$ cat src/cpu_pkg.sv
/* shared widths, opcodes, alu operations, memory map and core state enum
   for the byte-bus rv32i system */
`default_nettype none

package cpu_pkg;

  typedef logic [31:0] word_t;    // data or instruction word
  typedef logic [17:0] addr_t;    // used part of the byte address bus
  typedef logic [7:0]  byte_t;    // one bus byte
  typedef logic [4:0]  reg_idx_t; // register number

  // arithmetic ops first, branch compares after them
  typedef enum logic [3:0] {
    alu_add, alu_sub, alu_sll, alu_slt, alu_sltu, alu_xor, alu_srl, alu_sra,
    alu_or, alu_and,
    alu_beq, alu_bne, alu_blt, alu_bge, alu_bltu, alu_bgeu
  } alu_op_t;

  // rv32i major opcodes that the core accepts
  localparam logic [6:0] op_lui    = 7'b0110111;
  localparam logic [6:0] op_auipc  = 7'b0010111;
  localparam logic [6:0] op_jal    = 7'b1101111;
  localparam logic [6:0] op_jalr   = 7'b1100111;
  localparam logic [6:0] op_branch = 7'b1100011;
  localparam logic [6:0] op_load   = 7'b0000011;
  localparam logic [6:0] op_store  = 7'b0100011;
  localparam logic [6:0] op_imm    = 7'b0010011; // addi and friends
  localparam logic [6:0] op_reg    = 7'b0110011; // register-register ops

  localparam int ram_addr_bits = 17; // 128 KB

  // i/o region is a[17:16] == 2'b11
  localparam addr_t io_uart_addr = 18'h30000; // write a byte to the uart
  localparam addr_t io_clk_addr  = 18'h30004; // read clock count, write stops

  typedef enum logic [2:0] {
    st_fetch,     // four byte reads of the instruction
    st_decode,    // register file read
    st_execute,   // alu, targets, writeback value
    st_mem,       // byte-serial load or store
    st_writeback  // rd update and pc step
  } core_state_t;

endpackage

`default_nettype wire

$ cat src/io_ctrl.sv
/* memory-mapped i/o: clock counter reads, uart output capture, program stop */
`timescale 1ns/1ps
`default_nettype none

module io_ctrl (
  input  logic           clk_in,
  input  logic           rst_in,
  input  cpu_pkg::addr_t a,
  input  cpu_pkg::byte_t din,
  input  logic           wr,
  input  logic           sel,            // access targets the i/o region
  input  logic           io_buffer_full,
  output cpu_pkg::byte_t dout,
  output logic           uart_full,
  output logic           uart_tx_valid,
  output cpu_pkg::byte_t uart_tx_data,
  output logic           program_done
);

  cpu_pkg::word_t clk_cnt;  // clocks since reset, pauses included
  logic hit_uart;
  logic hit_clk;            // any byte of the clock word

  assign hit_uart = sel && (a == cpu_pkg::io_uart_addr);
  assign hit_clk  = sel && (a[17:2] == cpu_pkg::io_clk_addr[17:2]);

  // address only, so mem_wr can depend on it without a loop
  assign uart_full = hit_uart && io_buffer_full;

  always_ff @(posedge clk_in)
  begin
    if (rst_in)
    begin
      clk_cnt <= '0;
      uart_tx_valid <= 1'b0;
      program_done <= 1'b0;
    end
    else
    begin
      clk_cnt <= clk_cnt + 32'd1;
      uart_tx_valid <= wr && hit_uart && (din != 8'h00); // zero bytes dropped
      if (wr && sel && (a == cpu_pkg::io_clk_addr))
        program_done <= 1'b1; // sticky until reset
    end
  end

  always_ff @(posedge clk_in)
  begin
    if (wr && hit_uart)
      uart_tx_data <= din;
    // uart input is not modelled and reads as zero
    dout <= hit_clk ? clk_cnt[8*a[1:0] +: 8] : 8'h00;
  end

endmodule

`default_nettype wire

$ cat config.mk
export PLATFORM = sky130hd
export DESIGN_NAME = io_ctrl
export DESIGN_NICKNAME = d
export VERILOG_FILES = /design/src/cpu_pkg.sv /design/src/io_ctrl.sv
export SDC_FILE = /design/constraint.sdc
export NUM_CORES = 1
export LEC_CHECK = 0
export BUFFER_PORTS_ARGS = -buffer_cell sky130_fd_sc_hd__buf_2
export CAP_MARGIN = 0
export CELL_PAD_IN_SITES_DETAIL_PLACEMENT = 0
export CELL_PAD_IN_SITES_GLOBAL_PLACEMENT = 2
export CORE_MARGIN = 1
export CORE_UTILIZATION = 36
export DETAILED_ROUTE_END_ITERATION = 10
export PLACE_DENSITY = 0.89
export SETUP_SLACK_MARGIN = 0.02
export SLEW_MARGIN = 20
export SYNTH_ARGS = -nofsm -noshare
export SYNTH_HDL_FRONTEND = slang
export SYNTH_SLANG_ARGS = --single-unit
export TNS_END_PERCENT = 100
$ cat constraint.sdc
create_clock -name clk_in -period 3.05 [get_ports clk_in]
set_input_delay 0.305 -clock clk_in [delete_from_list [all_inputs] [get_ports clk_in]]
set_output_delay 0.305 -clock clk_in [all_outputs]
set_load 0.02 [all_outputs]
; After elaboration in Yosys (flattened, before gate mapping)
; Cells that the tools add are included.
[op_classes]
add_sub_neg = 1
eq_ne = 3
n_shift = 1
n_reduce_logical = 8
[op_table]
columns = op, count
row1 = "== test 18 bit, second input constant", 2
row2 = "adder 32 x 1 -> 32 bit, second input constant", 1
row3 = variable part select 32 x 6 -> 8 bit, 1
row4 = "== test 16 bit, second input constant", 1
row5 = nonzero test 8 bit, 1
row6 = logical AND 1 bit, 7
[totals]
input_bits = 31
register_bits = 50
elab_cells = 18
out_inout_bits = 19

; Logic depth before layout (Yosys ltp)
; Gate-level depths: netlist of run 1.
[depth]
ltp_word = 4
depth_mapped = 7
depth_no_buf = 5

; Least setup slack after synthesis of run 1
; Ideal clock, no wire load.
[synth_path]
path_kind = register to register
start = register clk_cnt[0]
end = register clk_cnt[26]
t_required_ps = 2979
arrival_ps = 1987
path_stages_with_launch = 7
path_slack_ps = 992
n_path_buf = 1
cell_sequence = dfxtp_1 -> ha_1 -> nand3_2 -> or4_1 -> buf_2 -> or4_1 -> a21oi_1
[synth_via]
elab_chain_len = 1
[synth_rtl]
columns = item, line_no
row1 = start: declaration, io_ctrl.sv:20  ; cpu_pkg::word_t clk_cnt;
row2 = start signal: assignment, io_ctrl.sv:40  ; clk_cnt <= clk_cnt + 32'd1;
row3 = adder 32 x 1 -> 32 bit, io_ctrl.sv:40
; No other way between the ends.
; A chain may end at the register's enable or synchronous reset.

; Worst setup path after layout of run 1
; Ends and elaborated chain as after synthesis.

==> results_dict.tcl, run 1 <==
set metrics [dict create \
    hold_class "input pin to flop" \
    cts_resized 0 \
    rsz0062_at_grt "no" \
    netlist_instances 220 \
    cts_max_path_buffers 2 \
    ys_ff_latch 50 \
    min_period_over_period_pct 80.1 \
    post-dp-hpwl_mm 3.64 \
    syn-cell-area_mm2 0.00224 \
    irDropWorstVdd_uv 178 \
    async_flop_share_pct 0 \
    cpPeakStageDelay_ns 0.79 \
    grt-ovfl-total 0 \
    worst_slack_ns 0.608 \
    wl_per_cell_um 14.9 \
    drc 0 \
    gp_congestion 0.737 \
    antenna_found_initial 0 \
    fin_util_pct 44.2 \
    fmax_mhz 409 \
    synthTopCellsByArea "dfxtp_1 38%, edfxtp_1 11%, mux4_2 7.0%" \
    grt_use_total_pct 16.2 \
    crit_chain "ha_1 > nand3_2 > or4_1 > or4_1 > a21oi_1" \
    die_h_um 80.9 \
    period_minus_slack_ns 2.44 \
    portBuffers 49 \
    place_worst_setup_slack_ns 0.631 \
    n_fill_cell 598 \
    yosysWarnings 0 \
    ys_seq_area_share_pct 48.2 \
    drtIter0Drc 141 \
    start_kind "flop" \
    syn-num-nets 252 \
    dieArea_mm2 0.00655 \
    worstSetupEndpointType "flop" \
    postCtsSetupBuffers 0 \
    cp_max_fo 16 \
    synthTopCellsByCount "42 x dfxtp_1, 18 x a21oi_1, 16 x nor2_1" \
    num_antenna_cells 0 \
    finalSetupViolations 0 \
    start_util_pct 37.6 \
    synth_edf_count 8 \
    fp-row-count 28 \
    die_x_um 80.9 \
    hold_viol 0 \
    pin_count 50 \
    setup_tns_ns 0 \
    drt_wl_total_mm 5.05 \
    first_pass_iters 4 \
    p_total_mw 1.19 \
    root_buffer "clkbuf_8" \
    vias 1845 \
    syn_avg_cell_area_um2 10.2 \
    synth.most_common_cell "dfxtp_1" \
    cp_num_buf_inv 0 \
    slew_violations 0 \
    pwr_density_cell_mw_per_mm2 451 \
    antenna_left 0 \
    fin_worst_skew_ns 0.00666 \
    grt_pass1_vias 1660 \
    critPathKind "flop to flop" \
    maxSlewHeadroom_pct 56.2 \
    grt_pass1_wl_mm 8.09 \
    vias_per_cell 5.44 \
    cts-htree-levels 2 \
    synth.distinct_cells 36 \
    cts_buffers 5 \
    synthFlopType "dfxtp_1" \
    cts_tree "built" \
    hold_buffers 0 \
    required_ns 3.27 \
    slowest_stage "or4_1" \
    yosysTopAreaCell "dfxtp_1" \
    register_area_mm2 0.00108 \
    cts_num_sinks 50 \
    crit_top_cell "or4_1" \
    core_area_mm2 0.00596 \
    worst_pin_slew_ns 0.657 \
    synthDominantCellAreaShare_pct 37.5 \
    status "complete, no violations" \
    area_growth_pct 17.5 \
    cap_violations 0 \
    path_delay_family "simple AND/OR/NAND/NOR gates" \
    drive_gt1_share_pct 25.4 \
    layout.nets 295 \
    path_clk_slew_ns 0.09 \
    multi_input_area_mm2 0.00109 \
    grt_max_degree 35 \
    leakagePower_nw 0.966 \
    clk_latency_ns 0.30 \
    crit_arrival_ns 2.67 \
]
## layout make-up
cell class              count  share of cell area, %
repair buffers             49                   9.31
multi-input cells         154                   41.5
flip-flops and latches     50                   41.0
inverters                   3                  0.428
well taps                  75                   3.56
clock inverters             2                   1.43
clock buffers               6                   2.76
## routing by layer
layer / GRT usage (%) / up-vias / wire length, um
li1: - / 920 / -
met1: 22.0 / 858 / 2410
met2: 25.0 / 56 / 2250
met3: 3.93 / 11 / 293
met4: 5.54 / 0 / 98
met5: 0 / - / 0
## final timing paths
path | startpoint | to | slack, ns | cells past startpoint
worst max-delay path | clk_cnt[0] | clk_cnt[26] | 0.61 | 5
worst min-delay path | din[0] | uart_tx_data[0] | 0.20 | 1
worst max register to register | clk_cnt[0] | clk_cnt[26] | 0.61 | 5
worst min register to register | clk_cnt[31] | clk_cnt[31] | 0.49 | 2
## kinds of logic (layout without fill, tap and decap cells)
family,Yosys count,count (layout),share of synthesized area (%)
simple gates,95,95,25.6
flops,50,50,48.2
compound gates,38,38,9.65
buf+inv,16,60,3.07
xor+xnor,12,12,4.69
mux,8,8,8.20
fa+ha+maj,1,1,0.558
## placed cells by master (no fill, tap or decap), types with 2 or more instances in the layout
cell and instances:
and4_1 6, inv_1 3, nor3_1 3, a21oi_1 18
o31ai_1 4, nor2_1 16, nor4_1 5, nor4b_1 3
dfxtp_1 42, nand2_1 9, or3_1 12, buf_2 49
nand3_1 8, clkbuf_8 5, xor2_1 6, mux4_2 7
and3_1 10, o21ai_0 12, nand4_1 9, edfxtp_1 8
or4_1 7, and2_1 2, xnor2_1 6
## power by group
part	total (mW)	switching [mW]	internal, mW
logic	0.0492	0.0245	0.0246
clock network	0.462	0.217	0.245
registers	0.677	0.00488	0.672
## flip-flops by register name, summed over array words and instances, names as in the netlist
name / count
uart_tx_data: 8
clk_cnt: 32
uart_tx_valid: 1
dout: 8
program_done: 1
## per-stage QoR
stage	area [um2]	hold WS (ns)	cells
finish	2630	0.198	339
global route	2630	0.191	339
global placement	2520	0.453	331
detailed placement	2520	0.463	331
floorplan	2240	0.404	220
CTS	2630	0.195	339
(Power assumes the default switching activity.)
==> inputs of run 2 (changes only) <==
--- a/config.mk
+++ b/config.mk
@@ -10,9 +10,9 @@
 export CELL_PAD_IN_SITES_DETAIL_PLACEMENT = 0
 export CELL_PAD_IN_SITES_GLOBAL_PLACEMENT = 2
 export CORE_MARGIN = 1
-export CORE_UTILIZATION = 36
+export CORE_UTILIZATION = 33
 export DETAILED_ROUTE_END_ITERATION = 10
-export PLACE_DENSITY = 0.89
+export PLACE_DENSITY = 0.83
 export SETUP_SLACK_MARGIN = 0.02
 export SLEW_MARGIN = 20
 export SYNTH_ARGS = -nofsm -noshare
==> constraint.sdc (replaced) <==
create_clock -name clk_in -period 2.3 [get_ports clk_in]
set_input_delay 0.23 -clock clk_in [delete_from_list [all_inputs] [get_ports clk_in]]
set_output_delay 0.23 -clock clk_in [all_outputs]
set_load 0.02 [all_outputs]
==> run 2 against run 1 <==
  * The run now ends with DRC left
  * Clock power increased by 32%
  * Non-clock buffer count increased by 10
  * Power increased by 32%
  * Design area increased by 3.2%
  * Core utilization decreased by 2.1 points
  * Sequential power increased by 32%
  * Critical path depth unchanged
  * Via count decreased by 0.11%
  * First-iteration DRC count decreased by 35%
  * Hold slack got worse by 0.082 ns
==> results_dict.tcl, run 2 (same netlist as run 1, synthesis figures left out) <==
set metrics [dict create \
    worst_slack_ns 0.224 \
    grt_pass1_vias 1675 \
    start_util_pct 34.7 \
    grt_use_total_pct 14.6 \
    clk_latency_ns 0.30 \
    area_growth_pct 21.3 \
    root_buffer "clkbuf_8" \
    wl_per_cell_um 14.3 \
    required_ns 2.53 \
    holdCritStartpoint "din[0]" \
    cts_resized 0 \
    postCtsSetupBuffers 0 \
    setup_tns_ns 0 \
    r2r-start "clk_cnt[0]" \
    irDropWorstVdd_uv 228 \
    portBuffers 49 \
    hold_class "input pin to flop" \
    startpoint "clk_cnt[0]" \
    crit_arrival_ns 2.31 \
    mostFrequentLayoutCells "49 x buf_2, 42 x dfxtp_1, 18 x a21oi_1" \
    rsz0062_at_grt "no" \
    finalSetupViolations 0 \
    maxSlewHeadroom_pct 57.9 \
    grt-ovfl-total 0 \
    reg2reg_depth 5 \
    final_common_cell "buf_2" \
    p_total_mw 1.57 \
    leakagePower_nw 1.01 \
    fin_worst_skew_ns 0.00539 \
    dieArea_mm2 0.00713 \
    largest-register "clk_cnt" \
    status "complete, but fails checks" \
    die_x_um 84.4 \
    grt_max_degree 35 \
    die_h_um 84.4 \
    core_area_mm2 0.00646 \
    fmax_mhz 482 \
    drive_gt1_share_pct 28.8 \
    cts-htree-levels 2 \
    critPathKind "flop to flop" \
    drc 6 \
    antenna_left 0 \
    vias 1843 \
    largest_register_ffs 32 \
    pin_count 50 \
    first_pass_iters 7 \
    layout.nets 305 \
    cts_max_path_buffers 2 \
    worstSetupEndpointType "flop" \
    hold_viol 0 \
    post-dp-hpwl_mm 3.72 \
    fp-row-count 29 \
    antenna_found_initial 0 \
    slew_violations 0 \
    cts_tree "built" \
    place_worst_setup_slack_ns 0.139 \
    cts_buffers 5 \
    vias_per_cell 5.25 \
    grt_pass1_wl_mm 8.13 \
    rrSetupSlack_ns 0.22 \
    crit_end "clk_cnt[26]" \
    num_antenna_cells 0 \
    failed_checks "DRC" \
    cp_max_fo 8 \
    start_kind "flop" \
    whs_ns 0.116 \
    fin_util_pct 42.1 \
    hold_buffers 0 \
    worst_pin_slew_ns 0.632 \
    gp_congestion 0.777 \
    reg_top3 "clk_cnt (32), dout (8), uart_tx_data (8)" \
    drtIter0Drc 92 \
    cap_violations 0 \
    path_clk_slew_ns 0.09 \
    drt_wl_total_mm 5.01 \
    cts_num_sinks 50 \
    period_minus_slack_ns 2.08 \
    reg2reg_to "clk_cnt[26]" \
    min_period_over_period_pct 90.2 \
    pwr_density_cell_mw_per_mm2 579 \
]
[run 2: cell count changes in the layout (fill, tap and decap cells not counted), sizes merged]
cell      change
clkinvlp      +1
clkbuf        -1
buf          +10
[run 2: cell type report]
class / count / area (um2)
fill: 632 / 3740
multi-input combinational: 154 / 1100
sequential: 50 / 1080
timing repair buffer: 59 / 320
tap: 77 / 96.3
clock buffer: 5 / 68.8
clock inverter: 3 / 45.0
inverter: 3 / 11.3
[run 2: power by group]
group	switching (mW)	internal (mW)	total (mW)
Sequential	0.00648	0.891	0.897
Clock	0.289	0.323	0.612
Combinational	0.0308	0.0325	0.0632
Total	0.326	1.25	1.57
[run 2: layer usage]
metal,vias up,GRT usage (%),share of wire [%]
li1,934,-,-
met1,867,19.1,47
met2,40,24.1,48
met3,2,3.93,5.2
met4,0,3.70,0.42
met5,-,0,0
[run 2: how the worst min path moves through the flow]
stage,to,cells after the start
after floorplan,uart_tx_data[0],0
after global placement,uart_tx_data[2],1
after detailed placement,uart_tx_data[0],1
after CTS,uart_tx_data[0],1
after global routing,uart_tx_data[0],1
final,uart_tx_data[0],1
[run 2: worst max-delay path, cell delays in order (launching register included)]
cell and delay (ns):
dfxtp_1 0.43, ha_1 0.24, nand3_2 0.09, or4_4 0.59, or4_1 0.53, a21oi_1 0.15
[run 2: metrics by stage]
step	instances	cell area (um2)
after floorplan	220	2240
after global placement	343	2600
after detailed placement	343	2600
after CTS	351	2720
after global routing	351	2720
final	351	2720
