`src/cpu_pkg.sv`:
```
/* shared widths, opcodes, alu operations, memory map and core state enum
   for the byte-bus rv32i system */
`default_nettype none

package cpu_pkg;

  typedef logic [31:0] word_t;    // data or instruction word
  typedef logic [17:0] addr_t;    // used part of the byte address bus
  typedef logic [7:0]  byte_t;    // one bus byte
  typedef logic [4:0]  reg_idx_t; // register number

  // arithmetic ops first, branch compares after them
  typedef enum logic [3:0] {
    alu_add, alu_sub, alu_sll, alu_slt, alu_sltu, alu_xor, alu_srl, alu_sra,
    alu_or, alu_and,
    alu_beq, alu_bne, alu_blt, alu_bge, alu_bltu, alu_bgeu
  } alu_op_t;

  // rv32i major opcodes that the core accepts
  localparam logic [6:0] op_lui    = 7'b0110111;
  localparam logic [6:0] op_auipc  = 7'b0010111;
  localparam logic [6:0] op_jal    = 7'b1101111;
  localparam logic [6:0] op_jalr   = 7'b1100111;
  localparam logic [6:0] op_branch = 7'b1100011;
  localparam logic [6:0] op_load   = 7'b0000011;
  localparam logic [6:0] op_store  = 7'b0100011;
  localparam logic [6:0] op_imm    = 7'b0010011; // addi and friends
  localparam logic [6:0] op_reg    = 7'b0110011; // register-register ops

  localparam int ram_addr_bits = 17; // 128 KB

  // i/o region is a[17:16] == 2'b11
  localparam addr_t io_uart_addr = 18'h30000; // write a byte to the uart
  localparam addr_t io_clk_addr  = 18'h30004; // read clock count, write stops

  typedef enum logic [2:0] {
    st_fetch,     // four byte reads of the instruction
    st_decode,    // register file read
    st_execute,   // alu, targets, writeback value
    st_mem,       // byte-serial load or store
    st_writeback  // rd update and pc step
  } core_state_t;

endpackage

`default_nettype wire

```
`src/decoder.sv`:
```
/* rv32i instruction decoder: register fields, immediates, alu op and flags */
`timescale 1ns/1ps
`default_nettype none

module decoder (
  input  cpu_pkg::word_t    instr,
  output cpu_pkg::reg_idx_t rs1,
  output cpu_pkg::reg_idx_t rs2,
  output cpu_pkg::reg_idx_t rd,
  output cpu_pkg::word_t    imm,
  output cpu_pkg::alu_op_t  alu_op,
  output logic              use_imm,
  output logic              is_load,
  output logic              is_store,
  output logic              is_branch,
  output logic              is_jal,
  output logic              is_jalr,
  output logic              is_lui,
  output logic              is_auipc,
  output logic              mem_byte,
  output logic              mem_unsigned,
  output logic              writes_rd
);

  logic [6:0] opcode;
  logic [2:0] funct3;
  cpu_pkg::word_t imm_i, imm_s, imm_b, imm_u, imm_j;

  // funct3 plus the alternate bit (instr[30]) to an alu operation
  function automatic cpu_pkg::alu_op_t arith_op(input logic [2:0] f3, input logic alt);
    case (f3)
      3'b000:  return alt ? cpu_pkg::alu_sub : cpu_pkg::alu_add;
      3'b001:  return cpu_pkg::alu_sll;
      3'b010:  return cpu_pkg::alu_slt;
      3'b011:  return cpu_pkg::alu_sltu;
      3'b100:  return cpu_pkg::alu_xor;
      3'b101:  return alt ? cpu_pkg::alu_sra : cpu_pkg::alu_srl;
      3'b110:  return cpu_pkg::alu_or;
      default: return cpu_pkg::alu_and;
    endcase
  endfunction

  assign opcode = instr[6:0];
  assign funct3 = instr[14:12];
  assign rs1    = instr[19:15];
  assign rs2    = instr[24:20];
  assign rd     = instr[11:7];

  assign imm_i = {{20{instr[31]}}, instr[31:20]};
  assign imm_s = {{20{instr[31]}}, instr[31:25], instr[11:7]};
  assign imm_b = {{19{instr[31]}}, instr[31], instr[7], instr[30:25], instr[11:8], 1'b0};
  assign imm_u = {instr[31:12], 12'h000};
  assign imm_j = {{11{instr[31]}}, instr[31], instr[19:12], instr[20], instr[30:21], 1'b0};

  assign mem_byte     = (funct3[1:0] == 2'b00); // lb, lbu, sb
  assign mem_unsigned = funct3[2];              // lbu

  always_comb
  begin
    imm = '0;
    alu_op = cpu_pkg::alu_add; // address adds for loads, stores, jalr
    use_imm = 1'b0;
    is_load = 1'b0;
    is_store = 1'b0;
    is_branch = 1'b0;
    is_jal = 1'b0;
    is_jalr = 1'b0;
    is_lui = 1'b0;
    is_auipc = 1'b0;
    writes_rd = 1'b0;
    case (opcode)
      cpu_pkg::op_lui:
      begin
        imm = imm_u;
        is_lui = 1'b1;
        writes_rd = 1'b1;
      end
      cpu_pkg::op_auipc:
      begin
        imm = imm_u;
        is_auipc = 1'b1;
        writes_rd = 1'b1;
      end
      cpu_pkg::op_jal:
      begin
        imm = imm_j;
        is_jal = 1'b1;
        writes_rd = 1'b1;
      end
      cpu_pkg::op_jalr:
      begin
        imm = imm_i;
        use_imm = 1'b1; // target is rs1 + imm
        is_jalr = 1'b1;
        writes_rd = 1'b1;
      end
      cpu_pkg::op_branch:
      begin
        imm = imm_b;
        is_branch = (funct3[2:1] != 2'b01); // 010 and 011 are undefined
        case (funct3)
          3'b000:  alu_op = cpu_pkg::alu_beq;
          3'b001:  alu_op = cpu_pkg::alu_bne;
          3'b100:  alu_op = cpu_pkg::alu_blt;
          3'b101:  alu_op = cpu_pkg::alu_bge;
          3'b110:  alu_op = cpu_pkg::alu_bltu;
          default: alu_op = cpu_pkg::alu_bgeu;
        endcase
      end
      cpu_pkg::op_load:
      begin
        imm = imm_i;
        use_imm = 1'b1;
        // lb, lw, lbu only; halfwords fall through as no-ops
        is_load = (funct3 == 3'b000) || (funct3 == 3'b010) || (funct3 == 3'b100);
        writes_rd = is_load;
      end
      cpu_pkg::op_store:
      begin
        imm = imm_s;
        use_imm = 1'b1;
        is_store = (funct3 == 3'b000) || (funct3 == 3'b010); // sb, sw
      end
      cpu_pkg::op_imm:
      begin
        imm = imm_i;
        use_imm = 1'b1;
        writes_rd = 1'b1;
        alu_op = arith_op(funct3, (funct3 == 3'b101) && instr[30]); // no subi
      end
      cpu_pkg::op_reg:
      begin
        writes_rd = 1'b1;
        alu_op = arith_op(funct3, instr[30]);
      end
      default: ; // anything else retires as a no-op
    endcase
  end

endmodule

`default_nettype wire

```
`src/alu.sv`:
```
/* combinational alu: add/sub, logic, shifts, set-less-than and branch compares */
`timescale 1ns/1ps
`default_nettype none

module alu (
  input  cpu_pkg::alu_op_t op,
  input  cpu_pkg::word_t   a,
  input  cpu_pkg::word_t   b,
  output cpu_pkg::word_t   result,
  output logic             taken
);

  logic [4:0] shamt;
  logic       lt_s;   // signed a < b
  logic       lt_u;   // unsigned a < b

  assign shamt = b[4:0];
  assign lt_s  = $signed(a) < $signed(b);
  assign lt_u  = a < b;

  always_comb
  begin
    result = '0;
    taken = 1'b0;
    case (op)
      cpu_pkg::alu_add:  result = a + b;
      cpu_pkg::alu_sub:  result = a - b;
      cpu_pkg::alu_sll:  result = a << shamt;
      cpu_pkg::alu_slt:  result = {31'b0, lt_s};
      cpu_pkg::alu_sltu: result = {31'b0, lt_u};
      cpu_pkg::alu_xor:  result = a ^ b;
      cpu_pkg::alu_srl:  result = a >> shamt;
      cpu_pkg::alu_sra:  result = cpu_pkg::word_t'($signed(a) >>> shamt);
      cpu_pkg::alu_or:   result = a | b;
      cpu_pkg::alu_and:  result = a & b;
      // compares only drive the branch condition
      cpu_pkg::alu_beq:  taken = (a == b);
      cpu_pkg::alu_bne:  taken = (a != b);
      cpu_pkg::alu_blt:  taken = lt_s;
      cpu_pkg::alu_bge:  taken = !lt_s;
      cpu_pkg::alu_bltu: taken = lt_u;
      cpu_pkg::alu_bgeu: taken = !lt_u;
    endcase
  end

endmodule

`default_nettype wire

```
`src/cpu.sv`:
```
/* multi-cycle rv32i core: pc, register file, state machine and the
   byte-serial memory sequencer for fetch, loads and stores */
`timescale 1ns/1ps
`default_nettype none

module cpu (
  input  logic                clk_in,
  input  logic                rst_in,
  input  logic                rdy_in,      // low pauses the whole core
  input  cpu_pkg::byte_t      mem_din,     // read byte, one cycle after its address
  output cpu_pkg::byte_t      mem_dout,
  output cpu_pkg::addr_t      mem_a,
  output logic                mem_wr,
  input  logic                uart_full,   // hold a uart store while high
  output cpu_pkg::word_t      dbgreg_dout
);

  cpu_pkg::core_state_t state;
  cpu_pkg::word_t pc;
  cpu_pkg::word_t next_pc;   // set in execute, taken in writeback
  cpu_pkg::word_t instr;
  cpu_pkg::word_t regs [32];
  cpu_pkg::word_t rs1_val, rs2_val;
  cpu_pkg::word_t res;       // non-load writeback value
  cpu_pkg::word_t mem_buf;   // load bytes shift in at the top, store bytes leave at the bottom
  cpu_pkg::word_t load_val;
  cpu_pkg::word_t wb_val;
  cpu_pkg::addr_t mem_addr;
  logic [2:0] byte_cnt;      // byte position within the current access
  logic [2:0] n_bytes;

  // bus response capture across pauses
  logic rdy_q;               // previous cycle was a ready cycle
  cpu_pkg::byte_t din_hold;  // response to the last ready-cycle read
  cpu_pkg::byte_t din_eff;

  cpu_pkg::reg_idx_t rs1, rs2, rd;
  cpu_pkg::word_t imm;
  cpu_pkg::alu_op_t alu_op;
  logic use_imm, is_load, is_store, is_branch, is_jal, is_jalr;
  logic is_lui, is_auipc, mem_byte, mem_unsigned, writes_rd;
  cpu_pkg::word_t alu_b, alu_result;
  logic taken;

  decoder i_decoder (
    .instr       (instr),
    .rs1         (rs1),
    .rs2         (rs2),
    .rd          (rd),
    .imm         (imm),
    .alu_op      (alu_op),
    .use_imm     (use_imm),
    .is_load     (is_load),
    .is_store    (is_store),
    .is_branch   (is_branch),
    .is_jal      (is_jal),
    .is_jalr     (is_jalr),
    .is_lui      (is_lui),
    .is_auipc    (is_auipc),
    .mem_byte    (mem_byte),
    .mem_unsigned(mem_unsigned),
    .writes_rd   (writes_rd)
  );

  assign alu_b = use_imm ? imm : rs2_val;

  alu i_alu (
    .op    (alu_op),
    .a     (rs1_val),
    .b     (alu_b),
    .result(alu_result),
    .taken (taken)
  );

  assign n_bytes = mem_byte ? 3'd1 : 3'd4;

  // after a pause the live bus byte belongs to the repeated address, so use the held one
  assign din_eff = rdy_q ? mem_din : din_hold;

  always_ff @(posedge clk_in)
  begin
    if (rst_in)
      rdy_q <= 1'b0;
    else
      rdy_q <= rdy_in;
    if (rdy_q)
      din_hold <= mem_din;
  end

  // bus outputs are repeated unchanged while paused
  always_comb
  begin
    case (state)
      cpu_pkg::st_fetch: mem_a = cpu_pkg::addr_t'(pc) + cpu_pkg::addr_t'(byte_cnt);
      cpu_pkg::st_mem:   mem_a = mem_addr + cpu_pkg::addr_t'(byte_cnt);
      default:           mem_a = cpu_pkg::addr_t'(pc);
    endcase
  end

  assign mem_dout = mem_buf[7:0];
  assign mem_wr = rdy_in && (state == cpu_pkg::st_mem) && is_store && !uart_full;

  // lb/lbu byte ends up in the top lane after its single shift
  always_comb
  begin
    if (!mem_byte)
      load_val = mem_buf;
    else if (mem_unsigned)
      load_val = {24'h000000, mem_buf[31:24]};
    else
      load_val = {{24{mem_buf[31]}}, mem_buf[31:24]};
  end

  assign wb_val = is_load ? load_val : res;
  assign dbgreg_dout = regs[10]; // a0

  always_ff @(posedge clk_in)
  begin
    if (rst_in)
    begin
      state <= cpu_pkg::st_fetch;
      pc <= '0;
      byte_cnt <= '0;
      for (int i = 0; i < 32; i++)
        regs[i] <= '0;
    end
    else if (rdy_in)
    begin
      case (state)
        cpu_pkg::st_fetch:
        begin
          if (byte_cnt != 3'd0)
            instr <= {din_eff, instr[31:8]}; // little-endian gather
          if (byte_cnt == 3'd4)
          begin
            byte_cnt <= '0;
            state <= cpu_pkg::st_decode;
          end
          else
            byte_cnt <= byte_cnt + 3'd1;
        end
        cpu_pkg::st_decode:
        begin
          rs1_val <= regs[rs1]; // x0 is never written, reads zero
          rs2_val <= regs[rs2];
          state <= cpu_pkg::st_execute;
        end
        cpu_pkg::st_execute:
        begin
          if (is_lui)
            res <= imm;
          else if (is_auipc)
            res <= pc + imm;
          else if (is_jal || is_jalr)
            res <= pc + 32'd4; // link address
          else
            res <= alu_result;
          if (is_jal || (is_branch && taken))
            next_pc <= pc + imm;
          else if (is_jalr)
            next_pc <= alu_result & ~32'd1;
          else
            next_pc <= pc + 32'd4;
          mem_addr <= cpu_pkg::addr_t'(alu_result);
          mem_buf <= rs2_val; // store data
          byte_cnt <= '0;
          state <= (is_load || is_store) ? cpu_pkg::st_mem : cpu_pkg::st_writeback;
        end
        cpu_pkg::st_mem:
        begin
          if (is_load)
          begin
            if (byte_cnt != 3'd0)
              mem_buf <= {din_eff, mem_buf[31:8]};
            if (byte_cnt == n_bytes)
              state <= cpu_pkg::st_writeback;
            else
              byte_cnt <= byte_cnt + 3'd1;
          end
          else if (!uart_full) // store byte goes out this cycle
          begin
            mem_buf <= {8'h00, mem_buf[31:8]};
            byte_cnt <= byte_cnt + 3'd1;
            if (byte_cnt == n_bytes - 3'd1)
              state <= cpu_pkg::st_writeback;
          end
        end
        cpu_pkg::st_writeback:
        begin
          if (writes_rd && (rd != 5'd0))
            regs[rd] <= wb_val;
          pc <= next_pc;
          byte_cnt <= '0;
          state <= cpu_pkg::st_fetch;
        end
        default: state <= cpu_pkg::st_fetch;
      endcase
    end
  end

endmodule

`default_nettype wire

```
`config.mk`:
```
export PLATFORM = sky130hd
export DESIGN_NAME = cpu
export DESIGN_NICKNAME = d
export VERILOG_FILES = /design/src/cpu_pkg.sv /design/src/decoder.sv /design/src/alu.sv /design/src/cpu.sv
export SDC_FILE = /design/constraint.sdc
export NUM_CORES = 2
export LEC_CHECK = 0
export CORE_MARGIN = 2
export CORE_UTILIZATION = 25
export DETAILED_ROUTE_END_ITERATION = 8
export DONT_BUFFER_PORTS = 1
export PLACE_DENSITY = 0.51
export RECOVER_POWER = 100
export SYNTH_ARGS = -nofsm -noshare
export SYNTH_HDL_FRONTEND = slang
export SYNTH_SLANG_ARGS = --single-unit
```
`constraint.sdc`:
```
create_clock -name clk_in -period 7.1 [get_ports clk_in]
set_input_delay 0 -clock clk_in [delete_from_list [all_inputs] [get_ports clk_in]]
set_output_delay 0 -clock clk_in [all_outputs]
set_load 0.03 [all_outputs]
```
======== Word-level counts from Yosys, hierarchy flattened ========
Memory sizes are Yosys's and may differ from the RTL's. A register that Yosys moved wholly into a read port is not among the register bits.
Index checks and enable logic that the tools add are counted.
operators by class
  add/sub/neg operators ................... 8
  $lt $le $gt $ge ......................... 2
  eq/ne operators ......................... 46
  shifts and indexed selects .............. 3
  multiplexer cells ....................... 58
  bitwise operators ....................... 4
  reductions and logical operators ........ 35
operator list
  kind                                            count
  2-to-1 mux 32 bit                               13
  one-hot mux 32 bit (10 select lines)            1
  one-hot mux 32 bit (5 select lines)             1
  adder 32 bit                                    2
  < comparator 32 bit                             2
  one-hot mux 32 bit (2 select lines)             1
  one-hot mux 4 bit (7 select lines)              2
  adder 18 x 3 -> 18 bit                          2
  one-hot mux 18 bit (2 select lines)             1
  2-to-1 mux 3 bit                                11
  adder 32 x 3 -> 32 bit (second input constant)  1
  AND 32 bit                                      1
  == test 32 bit                                  1
  == test 4 bit (second input constant)           8
  != test 32 bit                                  1
  bitwise OR 32 bit                               1
  OR reduction 32 bit                             1
  left shift 32 x 5 -> 32 bit                     1
  right shift 32 x 5 -> 32 bit                    1
  >>> shifter 32 x 5 -> 32 bit                    1
  subtractor 32 bit                               1
  bitwise XOR 32 bit                              1
  == test 7 x 6 -> 1 bit (second input constant)  3
  == test 7 bit (second input constant)           3
  other kinds (42)                                95
storage, ports and cells
  flip-flop bits (word level) ............. 193
  RAM bits ................................ 1024
  input port bits ......................... 12
  word-level logic and storage cells ...... 167
  memories kept ........................... 1
memories
  name  words  bits a word  read ports  clocked after memory_dff  write ports  line       RTL
  regs  32     32           3           2                         32           cpu.sv:22  cpu_pkg::word_t regs [32];

======== Longest topological paths before layout ========
  depth in word-level cells ............... 12
  mapped depth ............................ 25
  depth with buffers taken out ............ 20

======== Cells and area by module ========
A second synthesis with hierarchy kept.
unflattened totals
  cells, all modules ...................... 6087
  area total of the unflattened synthesis .. 75332.2 sq um
modules (own cells, without submodules)
  module   times used  cells each  area an instance (sq um)
  cpu      1           4665        65785.6
  alu      1           1295        8670.8
  decoder  1           127         875.8

======== Least setup slack after synthesis ========
Ideal clock, no wire load.
  path kind ............................... register to register
  start ................................... register state[1]
  end ..................................... register mem_addr[0] (enable)
  setup time .............................. 0.623 ns
  arrival time ............................ 6.370 ns
  required time ........................... 6.477 ns
  slack ................................... 0.107 ns
  cell stages (with the launch flop) ...... 4
  path buffers ............................ 1
  cell sequence ........................... dfxtp_1 -> clkbuf_1 -> nand2b_1 -> nor3_1
on the way
  word-level cells in the longest chain between the ends .. 2
ends and longest elaborated chain
  item                                  line        RTL
  from (decl)                           cpu.sv:18   cpu_pkg::core_state_t state;
  from (signal assigned)                cpu.sv:121  state <= cpu_pkg::st_fetch;
  from (signal assigned)                cpu.sv:137  state <= cpu_pkg::st_decode;
  from (signal assigned)                cpu.sv:146  state <= cpu_pkg::st_execute;
  == test 3 x 2 -> 1 bit                cpu.sv:129  case (state)
  AND reduction 3 bit (no source line)  n/a
  to (signal assigned)                  cpu.sv:164  mem_addr <= cpu_pkg::addr_t'(alu_result);
  to (decl)                             cpu.sv:28   cpu_pkg::addr_t mem_addr;
No other way between the ends.
A chain may end at the register's enable or synchronous reset.

======== Worst setup path after layout ========
  start ................................... register instr[5]
  end ..................................... register res[15], data pin
on the way
  word-level cells in the longest chain between the ends .. 9
  elaborated cells between the ends (all ways) .. 44
  classes of those cells .................. add/sub: 3; eq/ne: 18; shift: 3; mux: 12; bitwise: 3; reduce/logical: 5
ends and longest elaborated chain
  item                                                                     line           RTL
  from (decl)                                                              cpu.sv:21      cpu_pkg::word_t instr;
  from (signal assigned)                                                   cpu.sv:133     instr <= {din_eff, instr[31:8]};
  == test 7 bit, or another cell as far along                              decoder.sv:71  case (opcode)
  OR reduction 3 bit (no source line), or another cell as far along        n/a
  one-hot mux 32 bit (5 select lines) or 2-to-1 mux 1 bit (tied branches)  decoder.sv:71
  2-to-1 mux 32 bit                                                        cpu.sv:65      assign alu_b = use_imm ? imm : rs2_val;
  subtractor 32 bit, or another cell as far along                          alu.sv:27      cpu_pkg::alu_sub: result = a - b;
  one-hot mux 32 bit (10 select lines) *                                   alu.sv:25      case (op)
  named net alu_result[15]                                                 cpu.sv:42      cpu_pkg::word_t alu_b, alu_result;
  2-to-1 mux 32 bit *                                                      cpu.sv:154     else if (is_jal || is_jalr)
  2-to-1 mux 32 bit *                                                      cpu.sv:152     else if (is_auipc)
  2-to-1 mux 32 bit *                                                      cpu.sv:150     if (is_lui)
  to (signal assigned)                                                     cpu.sv:151     res <= imm;
  to (signal assigned)                                                     cpu.sv:153     res <= pc + imm;
  to (signal assigned)                                                     cpu.sv:155     res <= pc + 32'd4;
  to (decl)                                                                cpu.sv:24      cpu_pkg::word_t res;
The timed path passes the listed nets; every way through them passes the cells marked *.

==> reports/summary.md <==
The run finished, with violations left. After detailed routing, the met3 layer carries 29800 um of wire. The HPWL after detailed placement is 221000 um, and the global router's overall resource usage is 21.1%. Dividing the detail-routed via count by the number of cells gives 5.60. Counting instances in the post-synthesis netlist gives the leading cell types as 1234 x sky130_fd_sc_hd__edfxtp_1, 1214 x sky130_fd_sc_hd__nor2_1, 641 x sky130_fd_sc_hd__mux4_2. At the end of the flow, the number of nets in the layout was 6126.

Signal routing reaches up to met5. The clock slew seen by the registers of the worst setup and hold paths is 0.06 ns, and the number of warnings printed during yosys synthesis is 0. The worst setup path is launched from a flop.

The remaining design rule violation count was 0. The endpoint identified for the worst register-to-register timing path is res[15]. TritonCTS created 147 clock buffers.

The cell leakage power was 0.0292 uW; the required time at the worst-slack endpoint was 7.61 ns. TritonCTS built the clock tree. The critical path is of the reg -> reg type. The synthesized design contains 1234 enable-type register cells.

The number of cells on the worst reg-to-reg path is 14. The run gives 0.171 mV as the worst ir drop on vdd. Grouping stages by cell kind, the critical path spends the most delay in simple AND/OR/NAND/NOR gates. The floorplan step defined a core boundary enclosing 300000 um^2. Setup repair after global routing left no endpoint under its margin. After the first detailed-routing iteration, the DRC count stood at 7023.

Setup slack on the critical path of the routed design comes to 0.0360 ns. The dominant synthesized flop cell was sky130_fd_sc_hd__edfxtp_1. The die covers 305000 um^2.

Relative to the synthesized area, the layout overhead comes to 12.3%. The congestion estimate from routability-driven global placement came to 0.985. Accumulated negative setup slack: 0 ns. The checks that failed: max-capacitance violations, max-slew violations. The cell type with the highest aggregate area in the netlist was sky130_fd_sc_hd__edfxtp_1.

In the post-synthesis netlist, the cell with the most instances is sky130_fd_sc_hd__edfxtp_1. The path type of the worst min-delay path was in -> reg. Once the clock tree was built, the setup fixing pass inserted 0 buffers. In this run the number of H-tree levels came out at 4. The worst hold endpoint was din_hold[1]. Dividing the detail-routed wire length by the instance count gives 33.0 um. The pin count of the biggest net entering global routing was 116. In this run the biggest area consumer among cell types represents 49.3% of the synthesized area. Kind of capture point of the worst setup path: a flop.

The detailed router put a total of 127000 um of wire on met1. For the final database, setup skew stands at 0.0820 ns. Cell seen most often among critical-path stages: sky130_fd_sc_hd__mux2i_1. The critical path contains buffers and inverters numbering 4 combined. For this run, asynchronously set or reset flops after synthesis account for 0%. The share of the clock period used by the worst path was 99.5%; the placement-stage worst setup slack was -0.131 ns. The count of nets left with antenna violations once routing finished came out at 0. The first detailed-routing pass ran for 8 iterations. The worst-path maximum fanout is 49. Setup slack on the worst flop-to-flop path: 0.04 ns.

Count of state elements after synthesis: 1281. The critical path runs through a total of 14 cells. The achievable frequency was 142 MHz. The via count of the first global-routing pass was 55300; the deepest clock path buffer count was 4. The distinct cell type count of the synthesized netlist was 102; the proportion of synthesized chip area in sequential cells was 50.6%. After floorplanning, the core was divided into 201 placement rows.

The launch instance of the worst min-delay path is mem_din[1]. The final-report max-slew violation count was 2005; the die height was 552 um. The routed layout has 56300 vias.

The largest individual stage delay along the critical path comes from the cell sky130_fd_sc_hd__nor4_1. The fraction of final layout cells with drive strength greater than 1 is 19.6%. The tools report the initial antenna violation count as 10. For the worst path arrival time, the log shows 7.57 ns.

The clock period minus final worst setup slack came out at 7.06 ns. Traced cell by cell, the critical path runs through or3b_1 -> nor4_1 -> a211o_2 -> buf_4 -> inv_4 -> mux2i_1 -> mux2i_1 -> mux2i_1 -> o2111ai_1 -> a211oi_1 -> clkbuf_1 -> inv_1 -> o211ai_1 -> o21ai_0. The final count of hold timing violations is 0. Summed over all layers, the routed wires come to 332000 um. The delay of the slowest cell on the worst path was 1.32 ns; the number of I/O pins was 71. Across the run, the number of max-cap violations was 59. The worst pin sits at a relative slew slack of -174%.

For the number of clock sinks seen by CTS, the log shows 1281. For this run the aggregate overflow at the end of global routing stands at 0. The tools report the startpoint of the most critical register-to-register path as instr[5]. Once the floorplan was initialized, standard cells occupied 25.1% of the core. Library cell used as clock root buffer: sky130_fd_sc_hd__clkbuf_16. The power density over cell area was 204 nW/um^2. Summing every instance area after synthesis gives 75100 um^2. The die is 552 um wide. The run gives 154000 um as the detailed-routed wire length on met2.

In the synthesized netlist, the number of instances is 6118. The count of input and output buffers was 0; the mean cell area of the mapped netlist was 12.3 um^2. The first global-routing pass estimated 455000 um of wire. For the pin with the worst max-slew slack, the measured transition is 4.11 ns. The run gives 0 as the final-report setup violation count.

Counting instances, the worst hold path has a depth of 2. At the later pin of the worst-skew pair, clock insertion delay measures 0.85 ns. In the post-synthesis netlist, the biggest area contributors are sky130_fd_sc_hd__edfxtp_1 49%, sky130_fd_sc_hd__mux4_2 19%, sky130_fd_sc_hd__nor2_1 6.1%, sky130_fd_sc_hd__nand2_1 2.3%, sky130_fd_sc_hd__clkbuf_1 2.2%.
==> kinds of logic (layout without fill, tap and decap cells) <==
logic type                 after synthesis  count (layout)  synth area share (%)
AOI/OAI and AO/OA                     1031            1031                  9.07
buffers and inverters                  707             639                  3.73
and+or+nand+nor                       2025            2025                  11.2
DFF                                   1281            1281                  50.6
other                                    1              37               0.00499
xor gates and xnor gates               111             111                  1.29
adders and majority gates              134             134                  2.26
muxes                                  828             828                  21.9
==> sequential cells by signal, summed over array words and instances, names as in the netlist <==
signal	count
regs	1024
rs1_val	32
mem_buf	32
rdy_q	1
res	32
pc	32
din_hold	8
mem_addr	18
next_pc	32
instr	32
rs2_val	32
state	3
byte_cnt	3
==> through the flow <==
stage / hold slack [ns] / cells / utilization [%] / total power, uW / cell area, um^2
2_1_floorplan: 0.117 / 6149 / - / 9450 / 75200
3_3_place_gp: 0.0740 / 9776 / 26.8 / 9920 / 80300
3_5_place_dp: 0.0760 / 9777 / 26.8 / 9950 / 80300
4_1_cts: 0.0120 / 10000 / 28.3 / 17300 / 84900
5_1_grt: 0.0587 / 10000 / 28.2 / 17600 / 84300
6_report: 0.0603 / 10000 / 28.2 / 17200 / 84300
==> layout by cell type, fill, tap and decap left out, drive strengths merged, types with 20 or more instances in the layout <==
cell type / synthesis / final
nor3: 40 / 40
o21ai: 161 / 161
a21o: 66 / 66
nand2b: 47 / 47
a31oi: 27 / 27
a21oi: 325 / 325
clkinv: 2 / 46
nand3: 88 / 88
mux4: 641 / 641
a2111oi: 20 / 20
dfxtp: 47 / 47
nand2: 470 / 470
and3: 28 / 28
a211oi: 67 / 67
a22oi: 42 / 42
nor2b: 20 / 20
buf: 131 / 156
ha: 130 / 130
nor2: 1215 / 1215
o22ai: 45 / 45
nand4: 24 / 24
inv: 137 / 140
xor2: 41 / 41
clkbuf: 437 / 273
conb: 1 / 32
mux2i: 104 / 104
mux2: 83 / 83
o21a: 35 / 35
o211ai: 50 / 50
edfxtp: 1234 / 1234
xnor2: 70 / 70
==> per-layer routing <==
layer  vias up  global-route usage (%)
li1      22900                       -
met1     29400                    26.7
met2      3262                    34.1
met3       691                    3.91
met4        18                    11.2
met5         -                       0
==> timing repair <==
item | 4_1_cts | 5_1_grt
hold buffers | 13 | 0
hold endpoints to repair | 225 | 0
endpoints found under the setup margin | 2 | 0
gates resized for setup | 1 | 0
==> worst register-to-register path, stage by stage (launching register included) <==
cell                        delay, ns
sky130_fd_sc_hd__edfxtp_1        0.68
sky130_fd_sc_hd__or3b_1          0.43
sky130_fd_sc_hd__nor4_1          1.32
sky130_fd_sc_hd__a211o_2         0.29
sky130_fd_sc_hd__buf_4           0.57
sky130_fd_sc_hd__inv_4           0.32
sky130_fd_sc_hd__mux2i_1         0.32
sky130_fd_sc_hd__mux2i_1         0.29
sky130_fd_sc_hd__mux2i_1         0.91
sky130_fd_sc_hd__o2111ai_1       0.21
sky130_fd_sc_hd__a211oi_1        0.65
sky130_fd_sc_hd__clkbuf_1        0.30
sky130_fd_sc_hd__inv_1           0.18
sky130_fd_sc_hd__o211ai_1        0.19
sky130_fd_sc_hd__o21ai_0         0.13
==> worst max path at each step <==
stage | startpoint | end | slack, ns
after floorplan | state[1] | mem_addr[0] | 0.11
after global placement | instr[5] | res[27] | -0.19
after detailed placement | instr[5] | res[27] | -0.13
after CTS | instr[5] | next_pc[27] | 0.33
after global routing | instr[3] | regs[13][6] | 0.02
final | instr[5] | res[15] | 0.04
==> area by class of cell <==
class,instances,area (um^2)
Tap cell,3958,4950
Clock inverter,59,495
Inverter,139,524
Fill cell,30600,215000
Timing Repair Buffer,251,1740
Antenna cell,5,12.5
Sequential cell,1281,38000
Multi-Input combinational cell,4161,34700
Clock buffer,190,3910
==> power by group <==
part | leakage, uW | internal (uW) | total [uW] | switching, uW
Combinational | 0.0142 | 487 | 1180 | 696
Clock | 0.00214 | 4160 | 7340 | 3180
Sequential | 0.0128 | 8500 | 8640 | 143
(Power assumes the default switching activity.)
